[src/branch_settings.svh]
`ifndef BRANCH_SETTINGS_SVH
`define BRANCH_SETTINGS_SVH

// data path and address width.
`define DATA_W      32
`define ALU_OP_W    8

// predictor table geometry.
`define BHT_INDEX_W 6
`define BHT_DEPTH   (1 << `BHT_INDEX_W)

// branch unit operation codes.
`define ALU_BEQ     8'h50
`define ALU_BNE     8'h51
`define ALU_BLT     8'h52
`define ALU_BGE     8'h53
`define ALU_BLTU    8'h54
`define ALU_BGEU    8'h55
`define ALU_B       8'h56
`define ALU_BL      8'h57
`define ALU_JIRL    8'h58

// plain arithmetic op, not handled here.
`define ALU_ADD     8'h01

`endif

[src/pipeline_types.sv]
`include "branch_settings.svh"

package pipeline_types;

    typedef logic [`DATA_W-1:0]      bus32_t;
    typedef logic [`ALU_OP_W-1:0]    alu_op_t;
    typedef logic [`BHT_INDEX_W-1:0] bht_index_t;
    typedef logic [1:0]              counter_t;   // 2-bit saturating.

    // one op as issued by dispatch, prediction rides along.
    typedef struct packed {
        logic    valid;
        bus32_t  pc;
        bus32_t  inst;
        alu_op_t aluop;
        bus32_t  reg1;
        bus32_t  reg2;
        logic    pre_is_branch_taken;
        bus32_t  pre_branch_addr;
    } dispatch_op_t;

    typedef struct packed {
        logic   update_en;
        logic   taken_or_not_actual;
        logic   branch_flush;
        bus32_t branch_actual_addr;
        bus32_t pc_dispatch;
    } branch_update;

    typedef struct packed {
        logic   valid;
        logic   flush;
        bus32_t target;
    } redirect_t;

    typedef struct packed {
        logic   valid;
        bus32_t data;
    } writeback_t;

    typedef struct packed {
        logic   taken;
        bus32_t target;
    } prediction_t;

endpackage

[src/branch_alu.sv]
`timescale 1ns/1ps
`include "branch_settings.svh"

module branch_alu (
    input  pipeline_types::bus32_t       pc,
    input  pipeline_types::bus32_t       inst,
    input  pipeline_types::alu_op_t      aluop,

    input  pipeline_types::bus32_t       reg1,
    input  pipeline_types::bus32_t       reg2,

    input  logic                         pre_is_branch_taken,
    input  pipeline_types::bus32_t       pre_branch_addr,

    output pipeline_types::branch_update update_info,
    output logic                         branch_flush,
    output pipeline_types::bus32_t       branch_alu_res
);

    // comparison.
    logic [`DATA_W:0] diff;
    logic             reg_eq;
    logic             lt_unsigned;
    logic             lt_signed;
    logic             signed_cmp;
    logic             reg_lt;

    // offsets and addresses.
    pipeline_types::bus32_t off16;
    pipeline_types::bus32_t off26;
    pipeline_types::bus32_t pc_plus_4;
    pipeline_types::bus32_t pc_plus_off16;

    logic                   is_branch;
    logic                   is_taken;
    pipeline_types::bus32_t target;
    pipeline_types::bus32_t actual_addr;

    assign reg_eq = (reg1 == reg2);

    // one subtractor, extra bit gives the unsigned borrow.
    assign diff        = {1'b0, reg1} - {1'b0, reg2};
    assign lt_unsigned = diff[`DATA_W];
    // differing signs decide directly, otherwise no overflow is possible.
    assign lt_signed   = (reg1[`DATA_W-1] != reg2[`DATA_W-1]) ? reg1[`DATA_W-1]
                                                              : diff[`DATA_W-1];

    assign signed_cmp = (aluop == `ALU_BLT) || (aluop == `ALU_BGE);
    assign reg_lt     = signed_cmp ? lt_signed : lt_unsigned;

    assign off16 = {{(`DATA_W-18){inst[25]}}, inst[25:10], 2'b00};
    assign off26 = {{(`DATA_W-28){inst[9]}}, inst[9:0], inst[25:10], 2'b00};

    assign pc_plus_4     = pc + `DATA_W'(4);
    assign pc_plus_off16 = pc + off16;

    always_comb begin : decode
        is_branch      = 1'b1;
        is_taken       = 1'b0;
        target         = pc_plus_off16;
        branch_alu_res = '0;
        case (aluop)
            `ALU_BEQ: begin
                is_taken = reg_eq;
            end
            `ALU_BNE: begin
                is_taken = !reg_eq;
            end
            `ALU_BLT, `ALU_BLTU: begin
                is_taken = reg_lt;
            end
            `ALU_BGE, `ALU_BGEU: begin
                is_taken = !reg_lt;
            end
            `ALU_B: begin
                is_taken = 1'b1;
                target   = pc + off26;
            end
            `ALU_BL: begin
                is_taken       = 1'b1;
                target         = pc + off26;
                branch_alu_res = pc_plus_4;   // link.
            end
            `ALU_JIRL: begin
                is_taken       = 1'b1;
                target         = reg1 + off16;
                branch_alu_res = pc_plus_4;
            end
            default: begin
                is_branch = 1'b0;           // not ours.
            end
        endcase
    end

    // falls through to pc+4 when not taken.
    assign actual_addr = is_taken ? target : pc_plus_4;

    always_comb begin : resolve
        update_info.update_en           = is_branch;
        update_info.taken_or_not_actual = is_branch && is_taken;
        update_info.branch_actual_addr  = actual_addr;
        update_info.pc_dispatch         = pc;
        update_info.branch_flush        = 1'b0;
        if (is_branch) begin
            if (is_taken != pre_is_branch_taken) begin
                update_info.branch_flush = 1'b1;   // wrong direction.
            end else if (is_taken && (pre_branch_addr != target)) begin
                update_info.branch_flush = 1'b1;   // right direction, wrong target.
            end
        end
    end

    assign branch_flush = update_info.branch_flush;

endmodule

[src/branch_exec_stage.sv]
`timescale 1ns/1ps
`include "branch_settings.svh"

module branch_exec_stage (
    input  logic                         clk,
    input  logic                         arst_n,
    input  pipeline_types::dispatch_op_t dispatch,
    output pipeline_types::branch_update update_info,
    output pipeline_types::redirect_t    redirect,
    output pipeline_types::writeback_t   writeback
);

    logic                         ex_valid;
    pipeline_types::dispatch_op_t ex_op;

    pipeline_types::branch_update alu_update;
    logic                         alu_flush;
    pipeline_types::bus32_t       alu_res;
    logic                         flush_now;
    logic                         is_link;

    logic                         rd_valid;
    logic                         rd_flush;
    pipeline_types::bus32_t       rd_target;
    logic                         wb_valid;
    pipeline_types::bus32_t       wb_data;

    // op register, a resolving flush kills the op arriving on this edge.
    always_ff @(posedge clk or negedge arst_n) begin
        if (!arst_n) begin
            ex_valid <= 1'b0;
        end else begin
            ex_valid <= dispatch.valid && !flush_now;
        end
    end

    always_ff @(posedge clk) begin
        ex_op <= dispatch;
    end

    branch_alu i_branch_alu (
        .pc                  (ex_op.pc),
        .inst                (ex_op.inst),
        .aluop               (ex_op.aluop),
        .reg1                (ex_op.reg1),
        .reg2                (ex_op.reg2),
        .pre_is_branch_taken (ex_op.pre_is_branch_taken),
        .pre_branch_addr     (ex_op.pre_branch_addr),
        .update_info         (alu_update),
        .branch_flush        (alu_flush),
        .branch_alu_res      (alu_res)
    );

    assign flush_now = ex_valid && alu_flush;
    assign is_link   = (ex_op.aluop == `ALU_BL) || (ex_op.aluop == `ALU_JIRL);

    always_comb begin
        update_info              = alu_update;
        update_info.update_en    = ex_valid && alu_update.update_en;
        update_info.branch_flush = flush_now;
    end

    always_ff @(posedge clk or negedge arst_n) begin
        if (!arst_n) begin
            rd_valid <= 1'b0;
            rd_flush <= 1'b0;
            wb_valid <= 1'b0;
        end else begin
            rd_valid <= update_info.update_en;
            rd_flush <= flush_now;
            wb_valid <= ex_valid && is_link;
        end
    end

    always_ff @(posedge clk) begin
        rd_target <= update_info.branch_actual_addr;
        wb_data   <= alu_res;
    end

    assign redirect.valid  = rd_valid;
    assign redirect.flush  = rd_flush;
    assign redirect.target = rd_target;
    assign writeback.valid = wb_valid;
    assign writeback.data  = wb_data;

endmodule

[src/branch_predictor.sv]
`timescale 1ns/1ps
`include "branch_settings.svh"

module branch_predictor (
    input  logic                         clk,
    input  logic                         arst_n,
    input  pipeline_types::bus32_t       fetch_pc,
    output pipeline_types::prediction_t  prediction,
    input  pipeline_types::branch_update update_info
);

    logic [`BHT_DEPTH-1:0]    entry_valid;
    pipeline_types::counter_t counter_tab [`BHT_DEPTH];
    pipeline_types::bus32_t   target_tab  [`BHT_DEPTH];

    pipeline_types::bht_index_t rd_idx;
    pipeline_types::bht_index_t wr_idx;
    pipeline_types::counter_t   rd_cnt;
    pipeline_types::counter_t   wr_cnt;
    pipeline_types::counter_t   next_cnt;
    logic                       wr_hit;

    // word aligned pc, drop the low two bits.
    assign rd_idx = fetch_pc[`BHT_INDEX_W+1:2];
    assign wr_idx = update_info.pc_dispatch[`BHT_INDEX_W+1:2];

    assign rd_cnt = counter_tab[rd_idx];

    // weakly taken or above.
    assign prediction.taken  = entry_valid[rd_idx] && rd_cnt[1];
    assign prediction.target = target_tab[rd_idx];

    assign wr_cnt = counter_tab[wr_idx];
    assign wr_hit = entry_valid[wr_idx];

    always_comb begin
        next_cnt = wr_cnt;
        if (update_info.taken_or_not_actual) begin
            if (!wr_hit) begin
                next_cnt = 2'd2;            // fresh entry, 1 then one step up.
            end else if (wr_cnt != 2'd3) begin
                next_cnt = wr_cnt + 2'd1;
            end
        end else if (wr_cnt != 2'd0) begin
            next_cnt = wr_cnt - 2'd1;
        end
    end

    always_ff @(posedge clk or negedge arst_n) begin
        if (!arst_n) begin
            entry_valid <= '0;
        end else if (update_info.update_en && update_info.taken_or_not_actual) begin
            entry_valid[wr_idx] <= 1'b1;
        end
    end

    always_ff @(posedge clk) begin
        if (update_info.update_en) begin
            if (update_info.taken_or_not_actual) begin
                counter_tab[wr_idx] <= next_cnt;
                target_tab[wr_idx]  <= update_info.branch_actual_addr;
            end else if (wr_hit) begin
                counter_tab[wr_idx] <= next_cnt;   // only trained entries decay.
            end
        end
    end

endmodule

[src/branch_unit_top.sv]
`timescale 1ns/1ps

module branch_unit_top (
    input  logic                         clk,
    input  logic                         arst_n,
    input  pipeline_types::dispatch_op_t dispatch,
    input  pipeline_types::bus32_t       fetch_pc,
    output pipeline_types::prediction_t  prediction,
    output pipeline_types::redirect_t    redirect,
    output pipeline_types::writeback_t   writeback
);

    // resolved branch feeding back into the table.
    pipeline_types::branch_update update_info;

    branch_exec_stage i_branch_exec_stage (
        .clk         (clk),
        .arst_n      (arst_n),
        .dispatch    (dispatch),
        .update_info (update_info),
        .redirect    (redirect),
        .writeback   (writeback)
    );

    branch_predictor i_branch_predictor (
        .clk         (clk),
        .arst_n      (arst_n),
        .fetch_pc    (fetch_pc),
        .prediction  (prediction),
        .update_info (update_info)
    );

endmodule

[config.mk]
export PLATFORM = sky130hd
export DESIGN_NAME = branch_unit_top
export DESIGN_NICKNAME = d
export VERILOG_FILES = /design/src/pipeline_types.sv /design/src/branch_alu.sv /design/src/branch_exec_stage.sv /design/src/branch_predictor.sv /design/src/branch_unit_top.sv
export VERILOG_INCLUDE_DIRS = /design/src
export SDC_FILE = /design/constraint.sdc
export NUM_CORES = 2
export LEC_CHECK = 0
export BUFFER_PORTS_ARGS = -buffer_cell sky130_fd_sc_hd__clkbuf_2
export CAP_MARGIN = 40
export CORE_UTILIZATION = 48
export DETAILED_ROUTE_END_ITERATION = 16
export PLACE_DENSITY = 0.67
export SLEW_MARGIN = 20
export SYNTH_ARGS = -nofsm -noshare
export SYNTH_HDL_FRONTEND = slang
export SYNTH_HIERARCHICAL = 1
export SYNTH_SLANG_ARGS = --single-unit
[constraint.sdc]
create_clock -name clk -period 7.7 [get_ports clk]
set_clock_uncertainty 0.2 [all_clocks]
set_input_delay 1.54 -clock clk [delete_from_list [all_inputs] [get_ports clk]]
set_output_delay 1.54 -clock clk [all_outputs]
set_load 0.02 [all_outputs]
==> results.txt <==
----------------------------------------------------
[STA]
  Fin crit period ... about 6.8 ns
  RSZ-0062 raised after global routing ... false
  Final hold violation count ... 0
  Ratio of final minimum period to clock period ... 0.879
  Worst slew margin ... 0.365
  Final setup slack of the worst path ... 0.932 ns
  Slew @ Worst Pin ... 0.952 ns
  Final count of pins violating max slew ... 0
  Fin Setup TNS ... 0 ns
  Max Clock Freq ... 148 MHz
  Number of setup violations in the final report ... 0

[Yosys]
  Mean instance size in the synthesized netlist ... 19.7 sq um
  Cell area after technology mapping ... 0.0990 sq mm
  Total of warnings raised by yosys ... 6
  Net count of the mapped netlist ... 5329
  Cell count after synthesis ... 5028

[Power]
  Design internal power ... between 20 and 25 mW
  Maximum VDD drop ... about 0.00025 V
  Switching share of power ... 0.225
  Pleak ... 37.9 nW
  Sequential share of power ... 0.519
  Sw Pwr ... 6.40 mW
  Combinational share of power ... 0.070
  Portion of total power attributed to the clock network ... 0.411
  P per Cell Area ... 250 mW/mm^2

[Clock network]
  Post-CTS Resized ... 0
  Deepest clock path buffer count ... 3
  Clock sink count ... 2471
  Count of H-tree levels built during CTS ... 4
  Clock-pin slew on the worst setup and hold paths ... 0.06 ns
  Number of CTS-inserted buffers ... 240
  TritonCTS clock tree ... built
  Post-CTS setup buffer count ... 0
  Worst-Skew Late Latency ... 0.89 ns
  Hold bufs inserted after CTS ... 0
  Clock root buffer ... clkbuf_16

[Global routing]
  Number of antenna violations at the first check in global routing ... 17
  Vias in the first global route ... 52500
  All-Layer GR Usage ... 0.258
  First-pass GRT wire length ... 382000 um
  Maximum number of pins on one net before global-route repair ... about 80
  Total grt overflow ... 0

[Layout]
  Layout area overhead ... 15.1%
  Number of nets at the end of the flow ... 5818
  Fraction of final layout cells with drive strength greater than 1 ... 0.318

[Critical path]
  Kind of end point of the critical path ... register
  Critical R2R Capture ... i_branch_predictor/target_tab[11][4]
  Data arrival time at the worst-slack endpoint ... 7.10 ns
  First element of the critical path ... i_branch_exec_stage/ex_op[39]
  Start of the worst register-to-register path ... i_branch_exec_stage/ex_op[39]
  Setup crit start kind ... register
  Highest net fanout along the worst path ... 16
  Register-to-register setup slack ... 0.93 ns
  Critical path data required time ... 8.03 ns
  Number of cell instances on the worst register-to-register path ... 23
  Path type of the worst setup path ... reg -> reg

[Place]
  Placement Setup Slack ... 1.08 ns
  Final weighted congestion of routability-driven global placement ... 0.907
  Number of port buffers ... 271
  Final HPWL DP ... 162000 um

[Worst hold path]
  Hold Path Stages ... 1
  Hold Path Class ... reg -> reg
  Hold Path Sink ... i_branch_predictor/entry_valid[11]
  Startpoint of the worst hold path ... i_branch_predictor/entry_valid[11]

[Routing]
  Count of TritonRoute iterations in the first routing pass ... 6
  DR vias ... around 53000
  DR vias/cell ... 6.27
  Routed length per placed instance ... 31.9 um
  Number of remaining DRC errors ... 0
  DR iter-0 viols ... 7058
  ANT nets after route ... 0
  Detailed-route wire length ... 269000 um

[Floorplanning]
  Die boundary height ... 456 um
  DIE WIDTH ... 456 um
  Area of the die ... 0.208 sq mm
  Placement row count ... 166
  Core footprint ... about 0.20 sq mm
  Starting utilization of the core area ... 0.483
  I/O pin count ... about 300

[Outcome]
  Result of the run ... finished, final reports clean

[Job]
  # Max-Cap Violations ... 0

----------------------------------------------------
==> layer usage <==
metal,up-vias,share of wire,global-route usage
met5,-,0.00017,0
met4,8,0.030,0.0784
met3,435,0.093,0.0478
met2,2817,0.48,0.407
met1,27800,0.40,0.368
li1,21700,-,-
==> metrics by stage <==
step / cell area, sq um / power (mW) / hold WS (ns) / utilization / cells
after floorplan: 99000 / 16.3 / 0.252 / - / 5028
after global placement: 106000 / 17.0 / 0.278 / 0.515 / 7939
after detailed placement: 106000 / 17.1 / 0.282 / 0.517 / 7959
after CTS: 114000 / 28.6 / 0.297 / 0.556 / 8408
after global routing: 114000 / 29.3 / 0.313 / 0.556 / 8413
final: 114000 / 28.5 / 0.300 / 0.556 / 8415
==> cell usage in the layout, fill, tap and decap left out, types with 39 or more instances in the layout <==
cell,n
a21o_1,41
or2_2,76
clkbuf_2,267
inv_1,50
xor2_1,43
a21oi_1,88
nor2_1,168
o21ai_0,73
clkbuf_1,41
nand4_1,39
ha_1,94
clkbuf_16,241
mux2_2,53
nand2_1,165
buf_12,52
dfrtp_1,68
mux4_2,683
nor2_4,65
dfxtp_1,224
edfxtp_1,2176
clkinv_1,40
buf_4,177
clkinv_2,55
nand3_1,88
mux2i_1,49
==> area by class of cell <==
type	count	area (sq um)
Tap cell	2688	3360
Multi-Input combinational cell	2241	26800
Clock buffer	304	6460
Sequential cell	2471	71600
Inverter	55	209
Antenna cell	3	7.51
Clock inverter	145	1450
Timing Repair Buffer	508	3990
Fill cell	15300	90900
==> flip-flops by register name (all words and copies together) (netlist names) <==
signal and cells:
i_branch_predictor/entry_valid 64, i_branch_exec_stage/wb_valid 1, i_branch_exec_stage/ex_valid 1, i_branch_exec_stage/rd_flush 1, i_branch_exec_stage/wb_data 32, i_branch_exec_stage/rd_valid 1, i_branch_predictor/counter_tab 128, i_branch_exec_stage/ex_op 163
i_branch_predictor/target_tab 2048, i_branch_exec_stage/rd_target 32
==> power groups by stage <==
stage	logic [mW]	clock network [mW]	registers, mW
detailed placement	1.99	0	15.1
finish	2.00	11.7	14.8
global placement	1.93	0	15.1
CTS	1.99	11.9	14.8
global route	2.12	12.4	14.8
floorplan	1.24	0	15.1
==> worst max path at each step <==
stage,end,slack (ns),depth (start not counted)
after CTS,i_branch_predictor/target_tab[11][13],1.07,23
final,i_branch_predictor/target_tab[11][4],0.93,23
after floorplan,i_branch_predictor/target_tab[0][13],0.48,20
after global routing,i_branch_exec_stage/ex_valid,0.57,18
after global placement,i_branch_predictor/target_tab[11][19],1.23,23
after detailed placement,i_branch_predictor/target_tab[11][22],1.08,23
==> critical path, cell delays in order (launching register included) <==
cell      delay (ns)
dfxtp_1         0.45
inv_1           0.08
ha_1            0.31
a21oi_1         0.13
a21boi_0        0.14
or3_1           0.37
a21o_1          0.19
a21o_1          0.17
a21o_1          0.17
a21o_1          0.18
a21o_1          0.17
a211o_1         0.30
a31oi_1         0.18
fa_1            0.28
nand3b_1        0.10
a21oi_1         0.18
o21ai_0         0.12
o41ai_1         0.16
a211oi_4        0.11
inv_4           0.17
and3_1          0.22
nand3_1         0.61
nor2_4          0.91
buf_4           0.51
No activity file was read; power rests on OpenSTA's default activity.
